**src/common/elink_consts.svh**
```systemverilog
// Link constants for the E-link loopback transceiver
// Include wherever K-codes, the word period or the FIFO depth are needed
`ifndef ELINK_CONSTS_SVH
`define ELINK_CONSTS_SVH

// K-characters, HGF_EDCBA byte form
`define ELINK_K_COMMA 8'hBC // K28.5, idle and alignment
`define ELINK_K_SOP   8'h3C // K28.1
`define ELINK_K_EOP   8'hDC // K28.6

// Clocks per 10-bit symbol on the 2-bit lane
`define ELINK_WORD_CYCLES 5

// Default receive FIFO depth, power of two
`define ELINK_FIFO_DEPTH 16

`endif
```
**src/common/elinkPkg.sv**
```systemverilog
// Shared types of the E-link loopback transceiver
// Referenced by scoped name from the transmit, receive and FIFO blocks
`default_nettype none

package elinkPkg;

  // Word delimiter, carried in the top two bits of a link word
  typedef enum logic [1:0] {
    dData = 2'b00, // Payload is a data byte
    dEop  = 2'b01, // End of packet
    dSop  = 2'b10, // Start of packet
    dIdle = 2'b11  // Idle slot, sent as comma
  } elinkDelim_t;

  // Unit offered by the source and returned by the receive FIFO
  typedef struct packed {
    elinkDelim_t delim;
    logic [7:0]  payload; // Data byte, or K-code byte for SOP/EOP
  } elinkWord_t;

  // One receive FIFO entry
  typedef struct packed {
    elinkWord_t word;
    logic       codeErr; // Invalid symbol or disparity violation
  } rxEntry_t;

endpackage

`default_nettype wire

```
**src/rtl/elinkLoopTop.sv**
```systemverilog
// Top level of the E-link transceiver
// Transmit path drives laneOut, receive path samples laneIn into the FIFO
// The loopback wire from laneOut to laneIn sits outside this module
`default_nettype none
`timescale 1ns/1ps

module elinkLoopTop (
  input  logic                 getDataTrig,
  input  logic                 rst,
  output logic                 wordReq,
  input  logic                 wordValid,
  input  elinkPkg::elinkWord_t wordIn,
  output logic [1:0]           laneOut,
  input  logic [1:0]           laneIn,
  input  logic                 rdEn,
  output elinkPkg::rxEntry_t   dout,
  output logic                 empty,
  output logic                 full,
  output logic                 overflow,
  output logic                 locked
);

  logic               rxWrEn; // Receive entry strobe
  elinkPkg::rxEntry_t rxEntry;

  elinkTx tx_i (
    .getDataTrig (getDataTrig),
    .rst         (rst),
    .wordReq     (wordReq),
    .wordValid   (wordValid),
    .wordIn      (wordIn),
    .laneOut     (laneOut)
  );

  elinkRx rx_i (
    .getDataTrig (getDataTrig),
    .rst         (rst),
    .laneIn      (laneIn),
    .wrEn        (rxWrEn),
    .entryOut    (rxEntry),
    .locked      (locked)
  );

  elinkFifo fifo_i (
    .getDataTrig (getDataTrig),
    .rst         (rst),
    .wrEn        (rxWrEn),
    .din         (rxEntry),
    .rdEn        (rdEn),
    .dout        (dout),
    .empty       (empty),
    .full        (full),
    .overflow    (overflow)
  );

endmodule

`default_nettype wire

```
**src/rtl/elinkFifo.sv**
```systemverilog
// First-word-fall-through FIFO of receive entries
// dout shows the head while empty is low, rdEn pops it
// A write into a full FIFO is dropped and sets the sticky overflow flag
`default_nettype none
`timescale 1ns/1ps
`include "elink_consts.svh"

module elinkFifo #(
  parameter int DEPTH = `ELINK_FIFO_DEPTH // Power of two
) (
  input  logic               getDataTrig,
  input  logic               rst,
  input  logic               wrEn,
  input  elinkPkg::rxEntry_t din,
  input  logic               rdEn,
  output elinkPkg::rxEntry_t dout,
  output logic               empty,
  output logic               full,
  output logic               overflow
);

  localparam int ptrW = $clog2(DEPTH);

  elinkPkg::rxEntry_t mem [DEPTH];
  logic [ptrW-1:0]    wrPtr;
  logic [ptrW-1:0]    rdPtr;
  logic [ptrW:0]      count; // One bit wider than the pointers
  logic               doWr;
  logic               doRd;

  assign empty = (count == '0);
  assign full  = (count == (ptrW + 1)'(DEPTH));
  assign doWr  = wrEn && !full;
  assign doRd  = rdEn && !empty;
  assign dout  = mem[rdPtr];

  always_ff @(posedge getDataTrig)
  begin
    if (doWr)
      mem[wrPtr] <= din;
  end

  always_ff @(posedge getDataTrig)
  begin
    if (rst)
    begin
      wrPtr    <= '0;
      rdPtr    <= '0;
      count    <= '0;
      overflow <= 1'b0;
    end
    else
    begin
      if (doWr)
        wrPtr <= wrPtr + ptrW'(1);
      if (doRd)
        rdPtr <= rdPtr + ptrW'(1);
      if (doWr && !doRd)
        count <= count + (ptrW + 1)'(1);
      else if (doRd && !doWr)
        count <= count - (ptrW + 1)'(1);
      if (wrEn && full)
        overflow <= 1'b1;  // Held until reset
    end
  end

  assert property (@(posedge getDataTrig) disable iff (rst) rdEn |-> !empty);
  assert property (@(posedge getDataTrig) disable iff (rst) count <= (ptrW + 1)'(DEPTH));

endmodule

`default_nettype wire

```
**src/decoder/elinkRx.sv**
```systemverilog
// E-link receiver for the 2-bit lane
// Aligns on the K28.5 comma, then decodes one symbol every five clocks
// and writes non-idle words with an error bit to the receive FIFO
`default_nettype none
`timescale 1ns/1ps
`include "elink_consts.svh"

module elinkRx (
  input  logic               getDataTrig,
  input  logic               rst,
  input  logic [1:0]         laneIn,
  output logic               wrEn,
  output elinkPkg::rxEntry_t entryOut,
  output logic               locked
);

  localparam logic [2:0] lastPhase = 3'(`ELINK_WORD_CYCLES - 1);

  logic [9:0]         hist;  // Last ten bits, oldest at bit 0
  logic [2:0]         phase; // Full symbol in hist at 0
  logic               rdReg;
  logic [7:0]         decData;
  logic               decIsK;
  logic               decRd;
  logic               decErr;
  logic               isComma;
  logic               keep;  // Word goes to the FIFO
  elinkPkg::rxEntry_t entryNext;

  dec8b10b dec_i (
    .symIn   (hist),
    .rdIn    (rdReg),
    .dataOut (decData),
    .isK     (decIsK),
    .rdOut   (decRd),
    .codeErr (decErr)
  );

  // Either polarity decodes to K28.5
  assign isComma = decIsK && (decData == `ELINK_K_COMMA);

  // Character back to delimiter
  always_comb
  begin
    entryNext.word.delim   = elinkPkg::dData;
    entryNext.word.payload = decData;
    entryNext.codeErr      = decErr;
    keep                   = 1'b1;
    if (!decErr && decIsK)
    begin
      if (decData == `ELINK_K_SOP)
        entryNext.word.delim = elinkPkg::dSop;
      else if (decData == `ELINK_K_EOP)
        entryNext.word.delim = elinkPkg::dEop;
      else if (isComma)
      begin
        entryNext.word.delim = elinkPkg::dIdle;
        keep                 = 1'b0;       // Idles never stored
      end
      else
        entryNext.codeErr = 1'b1;          // K-code not used on this link
    end
  end

  always_ff @(posedge getDataTrig)
  begin
    hist     <= {laneIn, hist[9:2]};        // Newest pair on top
    entryOut <= entryNext;
    if (rst)
    begin
      phase  <= 3'd0;
      locked <= 1'b0;
      rdReg  <= 1'b0;
      wrEn   <= 1'b0;
    end
    else
    begin
      wrEn <= 1'b0;
      if (!locked)
      begin
        if (isComma)
        begin
          locked <= 1'b1;
          phase  <= 3'd1;                   // Next symbol five clocks on
          rdReg  <= decRd;                  // K28.5 fixes the disparity
        end
      end
      else
      begin
        phase <= (phase == lastPhase) ? 3'd0 : phase + 3'd1;
        if (phase == 3'd0)
        begin
          rdReg <= decRd;
          wrEn  <= keep;
        end
      end
    end
  end

  assert property (@(posedge getDataTrig) disable iff (rst) wrEn |-> locked);

endmodule

`default_nettype wire

```
**src/decoder/dec8b10b.sv**
```systemverilog
// Combinational 8b10b decoder
// Flags unknown 6b or 4b sub-blocks and breaks of the disparity rule
// symIn bit 0 is code bit a, the first bit on the wire
`default_nettype none
`timescale 1ns/1ps

module dec8b10b (
  input  logic [9:0] symIn,
  input  logic       rdIn,    // 0 = RD-, 1 = RD+
  output logic [7:0] dataOut, // HGF_EDCBA
  output logic       isK,
  output logic       rdOut,
  output logic       codeErr
);

  logic [9:0] code;    // abcdei fghj, a in msb
  logic [5:0] six;
  logic [3:0] four;
  logic [3:0] fourAdj;
  logic [4:0] x;
  logic [2:0] y;
  logic       bad6;
  logic       bad4;
  logic       isA7;
  logic       k28;
  logic       rd6;
  logic       dispErr;

  assign code = {<<{symIn}};
  assign six  = code[9:4];
  assign four = code[3:0];
  assign k28  = (six == 6'b001111) || (six == 6'b110000);

  // Reverse 5b/6b, both polarities
  always_comb
  begin
    bad6 = 1'b0;
    case (six)
      6'b100111, 6'b011000: x = 5'd0;
      6'b011101, 6'b100010: x = 5'd1;
      6'b101101, 6'b010010: x = 5'd2;
      6'b110001:            x = 5'd3;
      6'b110101, 6'b001010: x = 5'd4;
      6'b101001:            x = 5'd5;
      6'b011001:            x = 5'd6;
      6'b111000, 6'b000111: x = 5'd7;
      6'b111001, 6'b000110: x = 5'd8;
      6'b100101:            x = 5'd9;
      6'b010101:            x = 5'd10;
      6'b110100:            x = 5'd11;
      6'b001101:            x = 5'd12;
      6'b101100:            x = 5'd13;
      6'b011100:            x = 5'd14;
      6'b010111, 6'b101000: x = 5'd15;
      6'b011011, 6'b100100: x = 5'd16;
      6'b100011:            x = 5'd17;
      6'b010011:            x = 5'd18;
      6'b110010:            x = 5'd19;
      6'b001011:            x = 5'd20;
      6'b101010:            x = 5'd21;
      6'b011010:            x = 5'd22;
      6'b111010, 6'b000101: x = 5'd23;
      6'b110011, 6'b001100: x = 5'd24;
      6'b100110:            x = 5'd25;
      6'b010110:            x = 5'd26;
      6'b110110, 6'b001001: x = 5'd27;
      6'b001110, 6'b001111, 6'b110000: x = 5'd28; // D28 and K28
      6'b101110, 6'b010001: x = 5'd29;
      6'b011110, 6'b100001: x = 5'd30;
      6'b101011, 6'b010100: x = 5'd31;
      default:
      begin
        x    = 5'd0;
        bad6 = 1'b1;
      end
    endcase
  end

  // K28 after 110000 carries inverted balanced 4b forms
  assign fourAdj = (six == 6'b110000 && $countones(four) == 2 &&
                    four != 4'b0011 && four != 4'b1100) ? ~four : four;

  always_comb
  begin
    bad4 = 1'b0;
    isA7 = 1'b0;
    case (fourAdj)
      4'b1011, 4'b0100: y = 3'd0;
      4'b1001:          y = 3'd1;
      4'b0101:          y = 3'd2;
      4'b1100, 4'b0011: y = 3'd3;
      4'b1101, 4'b0010: y = 3'd4;
      4'b1010:          y = 3'd5;
      4'b0110:          y = 3'd6;
      4'b1110, 4'b0001: y = 3'd7;
      4'b0111, 4'b1000:
      begin
        y    = 3'd7;
        isA7 = 1'b1;
      end
      default:
      begin
        y    = 3'd0;
        bad4 = 1'b1; // 0000 or 1111
      end
    endcase
  end

  // Heavy blocks need RD- before them, light blocks RD+
  assign rd6 = ($countones(six) == 3) ? rdIn : ($countones(six) == 4);
  assign dispErr = (($countones(six) == 4 || six == 6'b111000) && rdIn) ||
                   (($countones(six) == 2 || six == 6'b000111) && !rdIn) ||
                   (($countones(four) == 3 || four == 4'b1100) && rd6) ||
                   (($countones(four) == 1 || four == 4'b0011) && !rd6);
  assign rdOut   = ($countones(four) == 2) ? rd6 : ($countones(four) == 3);

  assign isK     = k28 || (isA7 && (x == 5'd23 || x == 5'd27 || x == 5'd29 || x == 5'd30));
  assign dataOut = {y, x};
  assign codeErr = bad6 || bad4 || dispErr;

endmodule

`default_nettype wire

```
**src/encoder/elinkTx.sv**
```systemverilog
// E-link transmitter, one 8b10b symbol every five clocks on a 2-bit lane
// Requests a word from the source, maps its delimiter to a character,
// encodes it and shifts it out lsb pair first
`default_nettype none
`timescale 1ns/1ps
`include "elink_consts.svh"

module elinkTx (
  input  logic                 getDataTrig,
  input  logic                 rst,
  output logic                 wordReq,
  input  logic                 wordValid,
  input  elinkPkg::elinkWord_t wordIn,
  output logic [1:0]           laneOut
);

  localparam logic [2:0] lastPhase = 3'(`ELINK_WORD_CYCLES - 1);

  logic [2:0] phase;    // wordReq at 1, response at 2, load at 0
  logic [7:0] charNext;
  logic       isKNext;
  logic [7:0] charReg;  // Character waiting for the next load
  logic       isKReg;
  logic       rdReg;    // Running disparity of the sent stream
  logic       rdNext;
  logic [9:0] symbol;
  logic [9:0] shiftReg;

  // Delimiter to character, missing word becomes idle
  always_comb
  begin
    charNext = `ELINK_K_COMMA;
    isKNext  = 1'b1;
    if (wordValid)
    begin
      case (wordIn.delim)
        elinkPkg::dData:
        begin
          charNext = wordIn.payload;
          isKNext  = 1'b0;
        end
        elinkPkg::dSop: charNext = `ELINK_K_SOP;
        elinkPkg::dEop: charNext = `ELINK_K_EOP;
        default:        charNext = `ELINK_K_COMMA;
      endcase
    end
  end

  enc8b10b enc_i (
    .dataIn (charReg),
    .isK    (isKReg),
    .rdIn   (rdReg),
    .symOut (symbol),
    .rdOut  (rdNext)
  );

  always_ff @(posedge getDataTrig)
  begin
    if (rst)
    begin
      phase    <= 3'd0;
      wordReq  <= 1'b0;
      charReg  <= `ELINK_K_COMMA; // First slot is a comma
      isKReg   <= 1'b1;
      rdReg    <= 1'b0;
      shiftReg <= 10'd0;
    end
    else
    begin
      phase   <= (phase == lastPhase) ? 3'd0 : phase + 3'd1;
      wordReq <= (phase == 3'd0);
      if (phase == 3'd2) // Source response cycle
      begin
        charReg <= charNext;
        isKReg  <= isKNext;
      end
      if (phase == 3'd0)
      begin
        shiftReg <= symbol; // On the lane from phase 1
        rdReg    <= rdNext;
      end
      else
        shiftReg <= {2'b00, shiftReg[9:2]};
    end
  end

  assign laneOut = shiftReg[1:0];

  // One-cycle request strobe
  assert property (@(posedge getDataTrig) disable iff (rst) wordReq |=> !wordReq);

endmodule

`default_nettype wire

```
**src/encoder/enc8b10b.sv**
```systemverilog
// Combinational 8b10b encoder for D and K characters
// Running disparity goes in and out, the caller keeps the register
// symOut bit 0 is code bit a, the first bit on the wire
`default_nettype none
`timescale 1ns/1ps

module enc8b10b (
  input  logic [7:0] dataIn,
  input  logic       isK,
  input  logic       rdIn,  // 0 = RD-, 1 = RD+
  output logic [9:0] symOut,
  output logic       rdOut
);

  logic [4:0] x;       // EDCBA
  logic [2:0] y;       // HGF
  logic       k28;
  logic [5:0] sixTbl;  // abcdei, RD- form, a in msb
  logic [5:0] six;
  logic       rd6;     // Disparity after the 6b block
  logic       useA7;
  logic [3:0] fourTbl; // fghj, RD- form
  logic [3:0] four;
  logic [9:0] code;    // abcdei fghj, a in msb

  assign x   = dataIn[4:0];
  assign y   = dataIn[7:5];
  assign k28 = isK && (x == 5'd28);

  // 5b/6b table, RD- column
  always_comb
  begin
    case (x)
      5'd0:    sixTbl = 6'b100111;
      5'd1:    sixTbl = 6'b011101;
      5'd2:    sixTbl = 6'b101101;
      5'd3:    sixTbl = 6'b110001;
      5'd4:    sixTbl = 6'b110101;
      5'd5:    sixTbl = 6'b101001;
      5'd6:    sixTbl = 6'b011001;
      5'd7:    sixTbl = 6'b111000;
      5'd8:    sixTbl = 6'b111001;
      5'd9:    sixTbl = 6'b100101;
      5'd10:   sixTbl = 6'b010101;
      5'd11:   sixTbl = 6'b110100;
      5'd12:   sixTbl = 6'b001101;
      5'd13:   sixTbl = 6'b101100;
      5'd14:   sixTbl = 6'b011100;
      5'd15:   sixTbl = 6'b010111;
      5'd16:   sixTbl = 6'b011011;
      5'd17:   sixTbl = 6'b100011;
      5'd18:   sixTbl = 6'b010011;
      5'd19:   sixTbl = 6'b110010;
      5'd20:   sixTbl = 6'b001011;
      5'd21:   sixTbl = 6'b101010;
      5'd22:   sixTbl = 6'b011010;
      5'd23:   sixTbl = 6'b111010;
      5'd24:   sixTbl = 6'b110011;
      5'd25:   sixTbl = 6'b100110;
      5'd26:   sixTbl = 6'b010110;
      5'd27:   sixTbl = 6'b110110;
      5'd28:   sixTbl = k28 ? 6'b001111 : 6'b001110; // K28 has its own block
      5'd29:   sixTbl = 6'b101110;
      5'd30:   sixTbl = 6'b011110;
      default: sixTbl = 6'b101011;                    // x = 31
    endcase
  end

  // Unbalanced blocks and D.7 flip under RD+
  assign six = (rdIn && (($countones(sixTbl) != 3) || (x == 5'd7))) ? ~sixTbl : sixTbl;
  assign rd6 = rdIn ^ ($countones(six) != 3);

  // Alternate y=7 form, avoids a run of five equal bits
  assign useA7 = (y == 3'd7) &&
                 (isK || (!rd6 && ((x == 5'd17) || (x == 5'd18) || (x == 5'd20))) ||
                  (rd6 && ((x == 5'd11) || (x == 5'd13) || (x == 5'd14))));

  // 3b/4b table, RD- column
  always_comb
  begin
    case (y)
      3'd0:    fourTbl = 4'b1011;
      3'd1:    fourTbl = 4'b1001;
      3'd2:    fourTbl = 4'b0101;
      3'd3:    fourTbl = 4'b1100;
      3'd4:    fourTbl = 4'b1101;
      3'd5:    fourTbl = 4'b1010;
      3'd6:    fourTbl = 4'b0110;
      default: fourTbl = useA7 ? 4'b0111 : 4'b1110;
    endcase
    if (($countones(fourTbl) != 2) || (y == 3'd3))
      four = rd6 ? ~fourTbl : fourTbl; // Chosen by disparity
    else if (k28)
      four = rd6 ? fourTbl : ~fourTbl; // K28 inverts balanced forms after 110000
    else
      four = fourTbl;
  end

  assign rdOut  = rd6 ^ ($countones(four) != 2);
  assign code   = {six, four};
  assign symOut = {<<{code}}; // Bit a to lsb

endmodule

`default_nettype wire

```
**config.mk**
```make
export PLATFORM = sky130hd
export DESIGN_NAME = elinkLoopTop
export DESIGN_NICKNAME = d
export VERILOG_FILES = /design/src/common/elinkPkg.sv /design/src/rtl/elinkLoopTop.sv /design/src/rtl/elinkFifo.sv /design/src/decoder/elinkRx.sv /design/src/decoder/dec8b10b.sv /design/src/encoder/elinkTx.sv /design/src/encoder/enc8b10b.sv
export VERILOG_INCLUDE_DIRS = /design/src /design/src/common
export SDC_FILE = /design/constraint.sdc
export NUM_CORES = 1
export LEC_CHECK = 0
export BUFFER_PORTS_ARGS = -buffer_cell sky130_fd_sc_hd__clkbuf_2
export CAP_MARGIN = 5
export CELL_PAD_IN_SITES_DETAIL_PLACEMENT = 0
export CELL_PAD_IN_SITES_GLOBAL_PLACEMENT = 1
export CORE_MARGIN = 8
export CORE_UTILIZATION = 52
export CTS_CLUSTER_SIZE = 14
export DETAILED_ROUTE_END_ITERATION = 12
export GPL_ROUTABILITY_DRIVEN = 0
export HOLD_SLACK_MARGIN = 0.12
export PLACE_DENSITY_LB_ADDON = 0.1
export REMOVE_ABC_BUFFERS = 1
export SETUP_SLACK_MARGIN = 0.5
export SLEW_MARGIN = 25
export SYNTH_ARGS = -nofsm -noshare
export SYNTH_HDL_FRONTEND = slang
export SYNTH_SLANG_ARGS = --single-unit
```
**constraint.sdc**
```tcl
create_clock -name getDataTrig -period 10.8 [get_ports getDataTrig]
set_input_delay 2.16 -clock getDataTrig [delete_from_list [all_inputs] [get_ports getDataTrig]]
set_output_delay 2.16 -clock getDataTrig [all_outputs]
set_load 0.02 [all_outputs]
```
==> impl_metrics.tcl <==
set metrics [dict create \
    synth_warn 0 \
    slew_headroom_pct 37.8 \
    cts.htree.levels 1 \
    drive_gt1_share_pct 20.1 \
    max-vdd-ir-drop_v 0.0000955 \
    slowest_stage_delay_cp_ps 550 \
    run_status "completed" \
    whs_path_depth 2 \
    reg2reg_depth 39 \
    power.leakage_uw 0.00448 \
    crit_path_max_fanout 17 \
    setup-tns-final_ps 0 \
    period_needed_ps 9680 \
    ioPinCount 34 \
    register_area_share_after_synthesis_pct 57.4 \
    yosys.area.top_type_share_pct 45.5 \
    final_hold_viol_count 0 \
    final_antenna_net_count 0 \
    rows 54 \
    cts.reportedPaths.clkPinSlew_ps 60 \
    max_cap_violations 0 \
    total_instance_count_after_detailed_placement 1147 \
    synth.cells.most_frequent "sky130_fd_sc_hd__edfxtp_1, sky130_fd_sc_hd__nor2_1, sky130_fd_sc_hd__dfxtp_1" \
    dieWidth_um 165 \
    ys_dominant_reg_cell "sky130_fd_sc_hd__edfxtp_1" \
    postSynthCellCount 870 \
    grt_pass1_vias 7049 \
    finalClockSkew_ps 10.3 \
    cts-root-to-sink-buffers 3 \
    grt_start_max_net_pins 45 \
    finalNetCount 958 \
    setup.worst_path.end_class "flip-flop" \
    dp_hpwl_mm 15.5 \
    worstSetupStartpointType "flip-flop" \
    dieHeight_um 165 \
    netlist_area_sq_um 11600 \
    synth-seq-cells 245 \
    grt_first_pass_wirelength_mm 37.7 \
    layoutNonFillerInstCount 1194 \
    start_util_pct 53.1 \
    totalWireLength_mm 23.7 \
    gr-usage-all-layers_pct 17.6 \
    grt_setup_unrepaired "false" \
    synthToLayoutAreaGrowth_pct 10.5 \
    port_buffers 33 \
    insertedDiodeCount 0 \
    postSynthAreaPerCell_sq_um 13.4 \
    setup-violations-final 0 \
    cts.root.buffer_cell "sky130_fd_sc_hd__clkbuf_16" \
    tightestPinTransition_ps 930 \
    cp_slowest_cell "sky130_fd_sc_hd__fa_1" \
    synth_async_sr_flop_share_pct 0 \
    grt_overflow_total 0 \
    drt_iter0_drc 371 \
    tritoncts_num_sinks 245 \
    synth_area_leader_cell "sky130_fd_sc_hd__edfxtp_1" \
    route.detailed.vias_per_inst 5.83 \
    remaining_drc_errors 0 \
    final-max-slew-violation-count 0 \
    arrival_ps 10110 \
    clk-insertion-delay-late_ps 510 \
    max_freq_ghz 0.103 \
    seqCellArea_sq_um 6680 \
    synth.lib_cells_used.distinct 74 \
    period_share_pct 89.6 \
    cts-buffers-inserted 25 \
    coreArea_sq_um 21900 \
    criticalPathCategory "reg -> reg" \
    detailroute.via_count 6963 \
    post_synth_main_area_contributors "sky130_fd_sc_hd__edfxtp_1, sky130_fd_sc_hd__dfxtp_1, sky130_fd_sc_hd__mux4_2" \
    tritoncts "done" \
    synth_most_common_cell "sky130_fd_sc_hd__edfxtp_1" \
    wire_per_inst_um 19.9 \
    drt_pre_antenna_iters 4 \
    grt_antenna_before_repair 0 \
    final_core_util_pct 58.7 \
    filler_cell_count 1741 \
    die_area_sq_um 27400 \
    multiInputGateArea_sq_um 4560 \
    power.density_cell_area_nw_per_um2 187 \
    worstHoldPathType "reg -> reg" \
    cp.required_ps 11230 \
    synth_enable_flop_cells 176 \
]
==> flip-flops by register name, summed over array words and instances, names as in the netlist, named ones only <==
name             cells
rx_i.wrEn            1
tx_i.rdReg           1
fifo_i.wrPtr         4
rx_i.entryOut       11
tx_i.charReg         8
fifo_i.mem         176
fifo_i.count         5
tx_i.phase           3
rx_i.rdReg           1
fifo_i.rdPtr         4
tx_i.shiftReg       10
tx_i.wordReq         1
rx_i.phase           3
rx_i.locked          1
tx_i.isKReg          1
rx_i.hist           10
fifo_i.overflow      1
==> placed cells by master, fill, tap and decap left out, types with 5 or more instances in the layout <==
cell and n:
sky130_fd_sc_hd__edfxtp_1 176, sky130_fd_sc_hd__nor2_1 91, sky130_fd_sc_hd__dfxtp_1 61, sky130_fd_sc_hd__mux4_2 55
sky130_fd_sc_hd__nand2_1 42, sky130_fd_sc_hd__inv_1 41, sky130_fd_sc_hd__a21oi_1 38, sky130_fd_sc_hd__ha_1 34
sky130_fd_sc_hd__clkbuf_2 33, sky130_fd_sc_hd__clkbuf_16 25, sky130_fd_sc_hd__nor3_1 23, sky130_fd_sc_hd__buf_4 23
sky130_fd_sc_hd__xnor2_1 17, sky130_fd_sc_hd__nand3b_1 15, sky130_fd_sc_hd__o21ai_0 14, sky130_fd_sc_hd__nand2b_1 13
sky130_fd_sc_hd__fa_1 12, sky130_fd_sc_hd__nand3_1 11, sky130_fd_sc_hd__xor2_1 10, sky130_fd_sc_hd__nor2b_1 9
sky130_fd_sc_hd__mux2i_1 8, sky130_fd_sc_hd__and2_1 8, sky130_fd_sc_hd__dfxtp_2 8, sky130_fd_sc_hd__o22ai_1 7
sky130_fd_sc_hd__a31oi_1 7, sky130_fd_sc_hd__clkbuf_1 7, sky130_fd_sc_hd__nor3_2 6, sky130_fd_sc_hd__nand4_1 6
sky130_fd_sc_hd__o21bai_1 6, sky130_fd_sc_hd__o31ai_1 5, sky130_fd_sc_hd__or3_1 5, sky130_fd_sc_hd__nor3b_1 5
==> critical path, delay by kind of cell (launching register included) <==
family                     cells  cell delay (ps)
buffers and inverters          6              530
AOI/OAI and AO/OA              7             1520
adders and majority gates     14             4920
xor gates and xnor gates       4              700
and+or+nand+nor                8             1520
DFF                            1              400
==> repair_timing <==
item	4_1_cts	5_1_grt
hold buffers	0	0
endpoints found under the setup margin	1	1
gates cloned	0	0
gates resized for setup	7	6
pin swaps	0	1
setup buffers	0	2
==> per-stage QoR <==
step	cell area (sq um)	hold slack [ps]	worst slack, ps	total power (uW)
6_report	12800	446	1120	2400
5_1_grt	12800	489	471	2520
4_1_cts	12800	457	556	2410
3_5_place_dp	12000	444	168	1610
3_3_place_gp	12000	442	569	1600
2_1_floorplan	11300	411	1100	1490
==> final timing paths <==
kind	slack [ps]	startpoint	end
min	450	tx_i.shiftReg[6]$_SDFF_PP0_	tx_i.shiftReg[4]$_SDFF_PP0_
max reg2reg	1120	tx_i.charReg[1]$_SDFFE_PP0N_	tx_i.rdReg$_SDFFE_PP0P_
max	1120	tx_i.charReg[1]$_SDFFE_PP0N_	tx_i.rdReg$_SDFFE_PP0P_
min reg2reg	450	tx_i.shiftReg[6]$_SDFF_PP0_	tx_i.shiftReg[4]$_SDFF_PP0_
==> per-layer routing <==
metal | part of all wire [%] | up-vias | global-route usage, %
met3 | 4.6 | 37 | 2.88
met5 | 0 | - | 0
met1 | 43 | 3494 | 22.4
met4 | 1.8 | 0 | 4.34
met2 | 51 | 136 | 30.7
li1 | - | 3296 | -
==> logic make-up (layout without fill, tap and decap cells) <==
group	after synthesis	in the layout	synth area share (%)
flops	245	245	57.4
compound gates	123	123	7.40
buf+inv	98	142	3.93
fa+ha+maj	46	46	5.73
mux	66	66	11.7
simple gates	262	262	11.6
xor+xnor	30	30	2.26
==> report_power, final <==
| group | switching (uW) | internal, uW |
|---|---|---|
| clock | 344 | 450 |
| combinational | 266 | 243 |
| sequential | 40.5 | 1050 |
==> final cells by class <==
type / count / area share, %
clock buffers: 35 / 5.40
repair buffers: 56 / 2.63
well taps: 280 / 2.73
clock inverters: 10 / 0.507
multi-input cells: 527 / 35.5
flip-flops and latches: 245 / 52.0
inverters: 41 / 1.20
Note: power is estimated with default switching activity, not from simulation.
